File: config.mk
export PLATFORM = sky130hd
export DESIGN_NAME = energy_monitor_top
export DESIGN_NICKNAME = d
export VERILOG_FILES = /design/src/source/ising_pkg.sv /design/src/source/energy_if.sv /design/src/source/delay_pipe.sv /design/src/source/adder_tree.sv /design/src/source/partial_energy_calc.sv /design/src/source/coupling_store.sv /design/src/source/energy_sequencer.sv /design/src/source/energy_monitor_top.sv
export VERILOG_INCLUDE_DIRS = /design/src /design/src/source
export SDC_FILE = /design/constraint.sdc
export NUM_CORES = 1
export LEC_CHECK = 0
export ABC_CLOCK_PERIOD_IN_PS = 13320
export BUFFER_PORTS_ARGS = -buffer_cell sky130_fd_sc_hd__buf_2
export CAP_MARGIN = 20
export CORE_MARGIN = 10
export CORE_UTILIZATION = 60
export CTS_CLUSTER_DIAMETER = 200
export DETAILED_ROUTE_END_ITERATION = 8
export MAX_ROUTING_LAYER = met4
export PLACE_DENSITY_LB_ADDON = 0.3
export RECOVER_POWER = 50
export REMOVE_ABC_BUFFERS = 1
export SYNTH_ARGS = -nofsm -noshare
export SYNTH_HDL_FRONTEND = slang
export SYNTH_SLANG_ARGS = --single-unit
File: constraint.sdc
create_clock -name clk_i -period 13.32 [get_ports clk_i]
set_input_delay 1.332 -clock clk_i [delete_from_list [all_inputs] [get_ports clk_i]]
set_output_delay 1.332 -clock clk_i [all_outputs]
set_load 0.01 [all_outputs]
File: src/source/ising_config.svh
`ifndef ISING_CONFIG_SVH
`define ISING_CONFIG_SVH

// number of spins in the model
`define ISING_NUM_SPIN 16

// bit width of one signed coupling weight J_ij
`define ISING_BITJ 4

// bit width of one signed bias h_i
`define ISING_BITH 4

// bit width of the power-of-two scale field for h
`define ISING_SCALING_BIT 5

// register stages behind the adder tree in the calculator
`define ISING_PIPES 1

`endif

File: src/source/ising_pkg.sv
`include "ising_config.svh"

package ising_pkg;

    // ==================================================
    // derived widths
    // ==================================================
    localparam int NUM_SPIN = `ISING_NUM_SPIN;
    localparam int BITJ     = `ISING_BITJ;
    localparam int IDX_W    = $clog2(`ISING_NUM_SPIN);
    // product of bias and scale, sign bit counted once
    localparam int MULT_W   = `ISING_BITH + `ISING_SCALING_BIT - 1;
    // width of the raw weight sum out of the tree
    localparam int WSUM_W   = IDX_W + MULT_W;
    // one extra bit for doubling and the bias term
    localparam int LOCAL_W  = WSUM_W + 1;
    localparam int TOTAL_W  = LOCAL_W + IDX_W;

    // ==================================================
    // shared types
    // ==================================================
    typedef logic [NUM_SPIN*BITJ-1:0]       weight_row_t;
    typedef logic signed [`ISING_BITH-1:0]  hbias_t;
    typedef logic [`ISING_SCALING_BIT-1:0]  hscale_t;
    typedef logic [NUM_SPIN-1:0]            spin_vec_t;
    typedef logic [IDX_W-1:0]               spin_idx_t;
    typedef logic signed [MULT_W-1:0]       mult_t;
    typedef logic signed [LOCAL_W-1:0]      local_energy_t;
    typedef logic signed [TOTAL_W-1:0]      total_energy_t;

endpackage

File: src/source/energy_if.sv
`timescale 1ns/1ps

// operands of one spin, sequencer to calculator
interface energy_if import ising_pkg::*; ();

    // one spin's operands are carried on each cycle with valid high
    logic        valid;
    spin_vec_t   spin_vector;
    logic        current_spin;
    weight_row_t weight;
    hbias_t      hbias;
    hscale_t     hscaling;
    logic        double_weight;
    // drops anything in flight before a new request
    logic        flush;

    // sequencer side
    modport src (output valid, spin_vector, current_spin, weight, hbias, hscaling,
                 double_weight, flush);

    // calculator side
    modport dst (input valid, spin_vector, current_spin, weight, hbias, hscaling,
                 double_weight, flush);

endinterface

File: src/source/delay_pipe.sv
`timescale 1ns/1ps

module delay_pipe #(
    parameter int DATAW = 1,
    parameter int PIPES = 1
) (
    input  logic             clk_i,
    input  logic             reset_i,
    input  logic             flush_i,
    input  logic             valid_i,
    input  logic [DATAW-1:0] data_i,
    output logic             valid_o,
    output logic [DATAW-1:0] data_o
);

    if (PIPES == 0) begin : g_bypass
        // no stages, a flushed item is still dropped
        assign valid_o = valid_i & ~flush_i;
        assign data_o  = data_i;
    end else begin : g_shift
        logic [PIPES-1:0] vld_q;
        logic [DATAW-1:0] data_q [PIPES];

        // valid tags move every cycle, flush empties the line
        always_ff @(posedge clk_i) begin
            if (reset_i || flush_i) begin
                vld_q <= '0;
            end else begin
                vld_q[0] <= valid_i;
                for (int s = 1; s < PIPES; s++) begin
                    vld_q[s] <= vld_q[s-1];
                end
            end
        end

        // a stage only loads when a valid item arrives at it
        always_ff @(posedge clk_i) begin
            if (valid_i) begin
                data_q[0] <= data_i;
            end
            for (int s = 1; s < PIPES; s++) begin
                if (vld_q[s-1]) begin
                    data_q[s] <= data_q[s-1];
                end
            end
        end

        assign valid_o = vld_q[PIPES-1];
        assign data_o  = data_q[PIPES-1];
    end

endmodule

File: src/source/adder_tree.sv
`timescale 1ns/1ps

module adder_tree #(
    parameter int N     = 16,
    parameter int DATAW = 8,
    parameter int PIPES = 1
) (
    input  logic                                 clk_i,
    input  logic                                 reset_i,
    input  logic                                 valid_i,
    input  logic [N-1:0][DATAW-1:0]              data_i,
    output logic signed [DATAW+$clog2(N)-1:0]    sum_o
);

    localparam int LEVELS = $clog2(N);
    // leaf count rounded up to a power of two
    localparam int NPAD   = 1 << LEVELS;
    localparam int SUMW   = DATAW + LEVELS;

    logic signed [SUMW-1:0] tree_sum;

    genvar l, k, s;

    // ==================================================
    // binary reduction, one bit of growth per level
    // ==================================================
    for (l = 0; l <= LEVELS; l++) begin : g_lvl
        logic signed [DATAW+l-1:0] node [NPAD >> l];
        if (l == 0) begin : g_leaf
            for (k = 0; k < NPAD; k++) begin : g_in
                if (k < N) begin : g_term
                    assign node[k] = data_i[k];
                end else begin : g_pad
                    // padding leaves add nothing
                    assign node[k] = '0;
                end
            end
        end else begin : g_sum
            // signed operands, so each pair sign-extends into the wider node
            for (k = 0; k < (NPAD >> l); k++) begin : g_node
                assign node[k] = g_lvl[l-1].node[2*k] + g_lvl[l-1].node[2*k+1];
            end
        end
    end

    assign tree_sum = g_lvl[LEVELS].node[0];

    // ==================================================
    // output stages
    // ==================================================
    if (PIPES == 0) begin : g_comb
        assign sum_o = tree_sum;
    end else begin : g_pipe
        for (s = 0; s < PIPES; s++) begin : g_stage
            logic                   load;
            logic signed [SUMW-1:0] d;
            logic signed [SUMW-1:0] q;
            if (s == 0) begin : g_head
                assign load = valid_i;
                assign d    = tree_sum;
            end else begin : g_body
                assign load = g_stage[s-1].g_tag.vld_q;
                assign d    = g_stage[s-1].q;
            end
            // valid tag, kept only where a later stage needs it
            if (s < PIPES - 1) begin : g_tag
                logic vld_q;
                always_ff @(posedge clk_i) begin
                    if (reset_i) begin
                        vld_q <= 1'b0;
                    end else begin
                        vld_q <= load;
                    end
                end
            end
            // sum reads zero out of reset
            always_ff @(posedge clk_i) begin
                if (reset_i) begin
                    q <= '0;
                end else if (load) begin
                    q <= d;
                end
            end
        end
        assign sum_o = g_stage[PIPES-1].q;
    end

endmodule

File: src/source/partial_energy_calc.sv
`timescale 1ns/1ps
`include "ising_config.svh"

module partial_energy_calc import ising_pkg::*; (
    input  logic          clk_i,
    input  logic          reset_i,
    energy_if.dst         op,
    output logic          energy_valid_o,
    output local_energy_t energy_o
);

    // weight terms with the neighbour spin applied
    mult_t [NUM_SPIN-1:0]     term;
    mult_t                    hbias_ext;
    mult_t                    hbias_scaled;
    logic [2:0]               scale_shift;
    logic signed [WSUM_W-1:0] weight_sum;
    // side operands, delayed to line up with the tree output
    mult_t                    hbias_q;
    logic                     double_q;
    logic                     spin_q;
    local_energy_t            weight_part;
    local_energy_t            energy_sum;

    // ==================================================
    // weight terms
    // ==================================================
    always_comb begin
        mult_t w_ext;
        for (int i = 0; i < NUM_SPIN; i++) begin
            // sign extend J_ij, then take -J_ij where spin j is 0
            w_ext   = mult_t'(signed'(op.weight[i*BITJ +: BITJ]));
            term[i] = op.spin_vector[i] ? w_ext : -w_ext;
        end
    end

    adder_tree #(
        .N     (NUM_SPIN),
        .DATAW (MULT_W),
        .PIPES (`ISING_PIPES)
    ) u_adder_tree (
        .clk_i   (clk_i),
        .reset_i (reset_i),
        .valid_i (op.valid),
        .data_i  (term),
        .sum_o   (weight_sum)
    );

    // ==================================================
    // bias scaling
    // ==================================================
    assign hbias_ext = mult_t'(op.hbias);

    // power of two scale to shift, anything else acts as 1
    always_comb begin
        case (op.hscaling)
            5'd2:    scale_shift = 3'd1;
            5'd4:    scale_shift = 3'd2;
            5'd8:    scale_shift = 3'd3;
            5'd16:   scale_shift = 3'd4;
            default: scale_shift = 3'd0;
        endcase
    end

    assign hbias_scaled = hbias_ext <<< scale_shift;

    delay_pipe #(
        .DATAW (MULT_W),
        .PIPES (`ISING_PIPES)
    ) u_pipe_hbias (
        .clk_i   (clk_i),
        .reset_i (reset_i),
        .flush_i (op.flush),
        .valid_i (op.valid),
        .data_i  (hbias_scaled),
        .valid_o (),
        .data_o  (hbias_q)
    );

    delay_pipe #(
        .DATAW (1),
        .PIPES (`ISING_PIPES)
    ) u_pipe_double (
        .clk_i   (clk_i),
        .reset_i (reset_i),
        .flush_i (op.flush),
        .valid_i (op.valid),
        .data_i  (op.double_weight),
        .valid_o (),
        .data_o  (double_q)
    );

    // this copy of the valid bit marks the result
    delay_pipe #(
        .DATAW (1),
        .PIPES (`ISING_PIPES)
    ) u_pipe_spin (
        .clk_i   (clk_i),
        .reset_i (reset_i),
        .flush_i (op.flush),
        .valid_i (op.valid),
        .data_i  (op.current_spin),
        .valid_o (energy_valid_o),
        .data_o  (spin_q)
    );

    // ==================================================
    // local energy
    // ==================================================
    assign weight_part = double_q ? (local_energy_t'(weight_sum) <<< 1)
                                  : local_energy_t'(weight_sum);
    // plus twice the scaled bias
    assign energy_sum  = weight_part + (local_energy_t'(hbias_q) <<< 1);
    // spin 0 counts as -1
    assign energy_o    = spin_q ? energy_sum : -energy_sum;

endmodule

File: src/source/coupling_store.sv
`timescale 1ns/1ps

module coupling_store import ising_pkg::*; (
    input  logic        clk_i,
    input  logic        wr_en_i,
    input  spin_idx_t   wr_addr_i,
    input  weight_row_t wr_weight_i,
    input  hbias_t      wr_hbias_i,
    input  spin_idx_t   rd_addr_i,
    output weight_row_t rd_weight_o,
    output hbias_t      rd_hbias_o
);

    // one J row and one h per spin
    weight_row_t weight_mem [NUM_SPIN];
    hbias_t      hbias_mem  [NUM_SPIN];

    // host write port
    always_ff @(posedge clk_i) begin
        if (wr_en_i) begin
            weight_mem[wr_addr_i] <= wr_weight_i;
            hbias_mem[wr_addr_i]  <= wr_hbias_i;
        end
    end

    // registered read, data one cycle behind the address
    always_ff @(posedge clk_i) begin
        rd_weight_o <= weight_mem[rd_addr_i];
        rd_hbias_o  <= hbias_mem[rd_addr_i];
    end

endmodule

File: src/source/energy_sequencer.sv
`timescale 1ns/1ps

module energy_sequencer import ising_pkg::*; (
    input  logic          clk_i,
    input  logic          reset_i,
    input  logic          req_i,
    output logic          ack_o,
    input  spin_vec_t     spins_i,
    input  hscale_t       hscaling_i,
    input  logic          double_weight_i,
    output spin_idx_t     rd_addr_o,
    input  weight_row_t   rd_weight_i,
    input  hbias_t        rd_hbias_i,
    energy_if.src         calc,
    input  logic          energy_valid_i,
    input  local_energy_t energy_i,
    output total_energy_t energy_o
);

    typedef enum logic [1:0] {
        ST_IDLE,
        ST_ISSUE,
        ST_DRAIN,
        ST_DONE
    } state_t;

    state_t        state_q;
    spin_idx_t     addr_q;
    spin_idx_t     count_q;
    // issue strobe and index, one cycle behind the address
    logic          issue_q;
    spin_idx_t     idx_q;
    // request operands held for the whole pass
    spin_vec_t     spins_q;
    hscale_t       hscaling_q;
    logic          double_q;
    total_energy_t total_q;
    logic          start;
    logic          last_result;

    // new request seen in idle, ack is low there
    assign start       = (state_q == ST_IDLE) && req_i;
    assign last_result = energy_valid_i && (count_q == spin_idx_t'(NUM_SPIN - 1));

    // ==================================================
    // control FSM
    // ==================================================
    always_ff @(posedge clk_i) begin
        if (reset_i) begin
            state_q <= ST_IDLE;
        end else begin
            case (state_q)
                ST_IDLE: begin
                    if (start) begin
                        state_q <= ST_ISSUE;
                    end
                end
                ST_ISSUE: begin
                    if (addr_q == spin_idx_t'(NUM_SPIN - 1)) begin
                        state_q <= ST_DRAIN;
                    end
                end
                // wait for the last local energy
                ST_DRAIN: begin
                    if (last_result) begin
                        state_q <= ST_DONE;
                    end
                end
                ST_DONE: begin
                    if (!req_i) begin
                        state_q <= ST_IDLE;
                    end
                end
                default: state_q <= ST_IDLE;
            endcase
        end
    end

    // address stepping, result count and total
    always_ff @(posedge clk_i) begin
        if (reset_i) begin
            addr_q  <= '0;
            count_q <= '0;
            issue_q <= 1'b0;
            total_q <= '0;
        end else begin
            issue_q <= (state_q == ST_ISSUE);
            if (start) begin
                addr_q  <= '0;
                count_q <= '0;
                total_q <= '0;
            end else begin
                if (state_q == ST_ISSUE) begin
                    addr_q <= addr_q + 1'b1;
                end
                if (energy_valid_i) begin
                    total_q <= total_q + total_energy_t'(energy_i);
                    count_q <= count_q + 1'b1;
                end
            end
        end
    end

    always_ff @(posedge clk_i) begin
        idx_q <= addr_q;
        if (start) begin
            spins_q    <= spins_i;
            hscaling_q <= hscaling_i;
            double_q   <= double_weight_i;
        end
    end

    // ==================================================
    // calculator operands
    // ==================================================
    assign calc.valid         = issue_q;
    assign calc.flush         = start;
    assign calc.spin_vector   = spins_q;
    assign calc.current_spin  = spins_q[idx_q];
    assign calc.weight        = rd_weight_i;
    assign calc.hbias         = rd_hbias_i;
    assign calc.hscaling      = hscaling_q;
    assign calc.double_weight = double_q;

    assign rd_addr_o = addr_q;
    assign ack_o     = (state_q == ST_DONE);
    assign energy_o  = total_q;

endmodule

File: src/source/energy_monitor_top.sv
`timescale 1ns/1ps

module energy_monitor_top import ising_pkg::*; (
    input  logic          clk_i,
    input  logic          reset_i,
    input  logic          req_i,
    output logic          ack_o,
    input  spin_vec_t     spins_i,
    input  hscale_t       hscaling_i,
    input  logic          double_weight_i,
    input  logic          wr_en_i,
    input  spin_idx_t     wr_addr_i,
    input  weight_row_t   wr_weight_i,
    input  hbias_t        wr_hbias_i,
    output total_energy_t energy_o
);

    // store read port
    spin_idx_t     rd_addr;
    weight_row_t   rd_weight;
    hbias_t        rd_hbias;
    // local energies back from the calculator
    logic          energy_valid;
    local_energy_t local_energy;

    energy_if calc_link ();

    coupling_store u_store (
        .clk_i       (clk_i),
        .wr_en_i     (wr_en_i),
        .wr_addr_i   (wr_addr_i),
        .wr_weight_i (wr_weight_i),
        .wr_hbias_i  (wr_hbias_i),
        .rd_addr_i   (rd_addr),
        .rd_weight_o (rd_weight),
        .rd_hbias_o  (rd_hbias)
    );

    energy_sequencer u_seq (
        .clk_i           (clk_i),
        .reset_i         (reset_i),
        .req_i           (req_i),
        .ack_o           (ack_o),
        .spins_i         (spins_i),
        .hscaling_i      (hscaling_i),
        .double_weight_i (double_weight_i),
        .rd_addr_o       (rd_addr),
        .rd_weight_i     (rd_weight),
        .rd_hbias_i      (rd_hbias),
        .calc            (calc_link.src),
        .energy_valid_i  (energy_valid),
        .energy_i        (local_energy),
        .energy_o        (energy_o)
    );

    partial_energy_calc u_calc (
        .clk_i          (clk_i),
        .reset_i        (reset_i),
        .op             (calc_link.dst),
        .energy_valid_o (energy_valid),
        .energy_o       (local_energy)
    );

endmodule

==> summary.md <==
| Metric | Value |
|---|---|
| Yosys Warn Count | 0 |
| Hold endpoint | u_calc.u_adder_tree.sum_o[8]$_SDFFE_PP0P_ |
| Worst Hold Margin | 0.4880 ns |
| Critical Path Fanout Max | 3 |
| Total die area | 98250 µm² |
| Unrepaired setup endpoints after global routing | no |
| Hold/Removal Path Class | register to register |
| Maximum clock insertion buffer count | 3 |
| Pre-Repair DR Iteration Count | 5 |
| Post-place setup slack | 6.664 ns |
| Period minus WS final | 6.690 ns |
| Yosys cell types | 62 |
| Post-Syn Instances | 2610 |
| Post-Route WL | 115500 µm |
| Async SR Flop Fraction | 0% |
| Number of nets in the layout | 3083 |
| Achievable frequency | 149.5 MHz |
| Sequential element share of the synthesized area | 69.47% |
| Clock transition at the register clock pins on the worst setup and hold paths after CTS | 0.06 ns |
| CTS Root Buffer Type | sky130_fd_sc_hd__clkbuf_16 |
| Synth top area cells | sky130_fd_sc_hd__edfxtp_1 65%, sky130_fd_sc_hd__mux4_2 15%, sky130_fd_sc_hd__fa_1 4.6% |
| Antenna violations before repair | 13 |
| Final worst slack | 6.630 ns |
| Final clock period utilization by the worst path | 50.23% |
| Area share of the leading cell type in the synthesized netlist | 65.09% |
| Leading cell type in the layout, fill and taps excluded | sky130_fd_sc_hd__edfxtp_1 |
| Residual DRC count | 0 |
| Post-cts hold buffer count | 0 |
| Hold-critical path depth | 2 |
| Capturing element type of the critical path | register |
| Vias per cell | 6.315 |
| Initial Util | 60.58% |
| Yosys top cell by area | sky130_fd_sc_hd__edfxtp_1 |
| Share of cells above drive strength 1 | 23.02% |
| R2r worst-path depth | 22 |
| Clock latency on the worst-skew pair | 0.70 ns |
| Total gr overflow | 0 |
| Worst-Margin Slew | 4.628 ns |
| DP Wirelength | 61490 µm |
| Cts bufs inserted | 115 |
| Outcome | finished, violations left |
| Initial DRC Count | 3118 |
| Number of nets still failing antenna checks after routing | 0 |
| Register-to-register path setup slack | 6.63 ns |
| Highest-count cells in the layout ignoring fill and taps | 1120 x sky130_fd_sc_hd__edfxtp_1, 345 x sky130_fd_sc_hd__mux4_2, 205 x sky130_fd_sc_hd__inv_1 |
| Inst Count DP | 3810 |
| Largest net degree at the start of global routing | 138 |
| Number of cells in the finished layout apart from fillers | 4043 |
| Worst setup path class | register to register |
| Total global routing track utilization | 24.29% |
| Count of input and output buffers | 115 |
| Gp weighted congestion | 0.8422 |
| TritonCTS clock tree | done |
| Fin. Hold Viols | 0 |
| Relative slew slack | -208.5% |
| Buffer count from post-CTS setup fixing | 0 |
| Ys flop type | sky130_fd_sc_hd__edfxtp_1 |
| Post-Synthesis Cell Area | 51670 µm² |
| Final setup viols | 0 |
| Floorplan die height | 313.5 µm |
| Number of flops mapped to enable cells by yosys | 1120 |
| Site row count | 107 |
| Summed negative setup slack over all endpoints | 0 ns |
| Die Width | 313.5 µm |
| Number of global-route vias before repair | 26830 |
| Max-cap check violation count | 8 |
| Final count of pins violating max slew | 325 |
| Fill cells | 5244 |
| Synth Register Bits | 1233 |
| Post_cts resized | 0 |
| Kind of launch point of the worst setup path | register |
| Endpoint of the lowest-slack register-to-register path | u_calc.u_adder_tree.sum_o[11]$_SDFFE_PP0P_ |
| Layout-stage area growth over the synthesis result | 11.28% |
| Final Skew | 0.03825 ns |
| Core region area | 85280 µm² |
| Worst reg2reg startpoint | u_store.rd_weight_o[58]$_DFF_P_ |
| Post-synthesis average cell area | 19.80 µm² |
| Critical path required time | 13.89 ns |
| Via count | 25530 |
| Arrival time at the worst endpoint | 7.26 ns |
| Violations in the final reports | max-capacitance violations, max-slew violations |
| Sinks on Clock Net | 1233 |
| Final routed wire length divided by cell count | 28.57 µm |
| Launch point of the worst hold path | u_calc.u_adder_tree.sum_o[8]$_SDFFE_PP0P_ |
| Wire length of the first global-routing pass | 172200 µm |
| H-Tree Depth | 3 |
| Top Ports | 116 |
## worst max-delay path: stages (launching register included)
cell and delay [ns]:
sky130_fd_sc_hd__dfxtp_1 0.33, sky130_fd_sc_hd__or3_1 0.41, sky130_fd_sc_hd__ha_1 0.30, sky130_fd_sc_hd__mux2_2 0.29, sky130_fd_sc_hd__fa_1 0.52, sky130_fd_sc_hd__fa_1 0.52, sky130_fd_sc_hd__fa_1 0.51, sky130_fd_sc_hd__inv_1 0.06
sky130_fd_sc_hd__fa_1 0.50, sky130_fd_sc_hd__fa_1 0.50, sky130_fd_sc_hd__inv_1 0.05, sky130_fd_sc_hd__fa_1 0.52, sky130_fd_sc_hd__inv_1 0.05, sky130_fd_sc_hd__ha_1 0.27, sky130_fd_sc_hd__a21o_1 0.18, sky130_fd_sc_hd__a21oi_1 0.22
sky130_fd_sc_hd__o21ai_0 0.11, sky130_fd_sc_hd__a21oi_1 0.22, sky130_fd_sc_hd__o21ai_1 0.08, sky130_fd_sc_hd__a21oi_1 0.22, sky130_fd_sc_hd__o21ai_0 0.14, sky130_fd_sc_hd__or3_1 0.31, sky130_fd_sc_hd__a311oi_1 0.25
## cell families after synthesis
group,after synthesis,share of synthesized area (%)
flip-flops,1233,69.47
multiplexers,419,16.54
buffers and inverters,305,2.281
AND/OR/NAND/NOR,250,2.347
adder cells (fa/ha/maj),202,6.606
AO/OA/AOI/OAI,138,1.637
XOR/XNOR,63,1.112
## worst max-delay path by stage
stage,slack (ns),from,depth (start not counted),endpoint
global placement,6.82,u_store.rd_weight_o[34]$_DFF_P_,22,u_calc.u_adder_tree.sum_o[11]$_SDFFE_PP0P_
CTS,6.62,u_store.rd_weight_o[58]$_DFF_P_,22,u_calc.u_adder_tree.sum_o[11]$_SDFFE_PP0P_
finish,6.63,u_store.rd_weight_o[58]$_DFF_P_,22,u_calc.u_adder_tree.sum_o[11]$_SDFFE_PP0P_
detailed placement,6.66,u_store.rd_weight_o[58]$_DFF_P_,22,u_calc.u_adder_tree.sum_o[11]$_SDFFE_PP0P_
global route,6.19,u_store.rd_weight_o[58]$_DFF_P_,22,u_calc.u_adder_tree.sum_o[11]$_SDFFE_PP0P_
floorplan,0.62,u_seq.rd_addr_o[0]$_SDFFE_PP0P_,5,u_seq.state_q[0]$_SDFFE_PP0P_
## per-layer routing
metal / part of all wire, % / routed length (µm) / global-route usage, %
met5: 0 / 0 / -
met4: 2.2 / 2587 / 6.799
met3: 8.8 / 10130 / 4.069
met2: 50 / 57940 / 38.69
met1: 39 / 44850 / 32.68
## metrics by stage
stage | utilization [%] | cell area (µm²)
floorplan | - | 51260
global placement | 63.01 | 53730
detailed placement | 63.01 | 53730
CTS | 67.54 | 57600
global route | 67.40 | 57480
finish | 67.42 | 57500
## layout make-up
class / instances / area (µm²) / share of cell area [%]
multi-input cells: 1072 / 14700 / 25.56
inverters: 206 / 773.2 / 1.345
repair buffers: 155 / 788.3 / 1.371
well taps: 1144 / 1431 / 2.489
clock inverters: 81 / 865.8 / 1.506
flip-flops and latches: 1233 / 35900 / 62.44
clock buffers: 137 / 3002 / 5.221
diodes: 15 / 37.54 / 0.06528
## cells in the mapped netlist (5+ instances only)
master                     number
sky130_fd_sc_hd__edfxtp_1    1120
sky130_fd_sc_hd__a21oi_1       47
sky130_fd_sc_hd__or3_1         10
sky130_fd_sc_hd__o21bai_1       7
sky130_fd_sc_hd__a211oi_1       6
sky130_fd_sc_hd__nor2b_1       16
sky130_fd_sc_hd__xnor2_1       37
sky130_fd_sc_hd__xor2_1        23
sky130_fd_sc_hd__nand2b_1       6
sky130_fd_sc_hd__buf_1          9
sky130_fd_sc_hd__mux2i_1       44
sky130_fd_sc_hd__buf_2         27
sky130_fd_sc_hd__nand2_1       38
sky130_fd_sc_hd__fa_1         118
sky130_fd_sc_hd__nand4_1        7
sky130_fd_sc_hd__nor2_1       101
sky130_fd_sc_hd__nand3b_1       5
sky130_fd_sc_hd__clkbuf_1      63
sky130_fd_sc_hd__mux2_2        30
sky130_fd_sc_hd__o21ai_0       42
sky130_fd_sc_hd__or2_2         12
sky130_fd_sc_hd__nand3_1       11
sky130_fd_sc_hd__ha_1          84
sky130_fd_sc_hd__dfxtp_1      113
sky130_fd_sc_hd__inv_1        205
sky130_fd_sc_hd__nor3_1        24
sky130_fd_sc_hd__mux4_2       345
sky130_fd_sc_hd__a21o_1         9
## registers in the layout, indices dropped and copies added (netlist names), 5 cells and up
name	count
u_store.weight_mem	1024
u_store.hbias_mem	64
u_store.rd_weight_o	64
u_seq.energy_o	17
u_seq.calc.spin_vector	16
u_calc.u_adder_tree.sum_o	12
u_calc.u_pipe_hbias.g_shift.data_q	8
u_seq.calc.hscaling	5
Power is left out: the tool's default activity adds up to more than one toggle a clock period on the data nets, which glitch-free logic cannot reach.
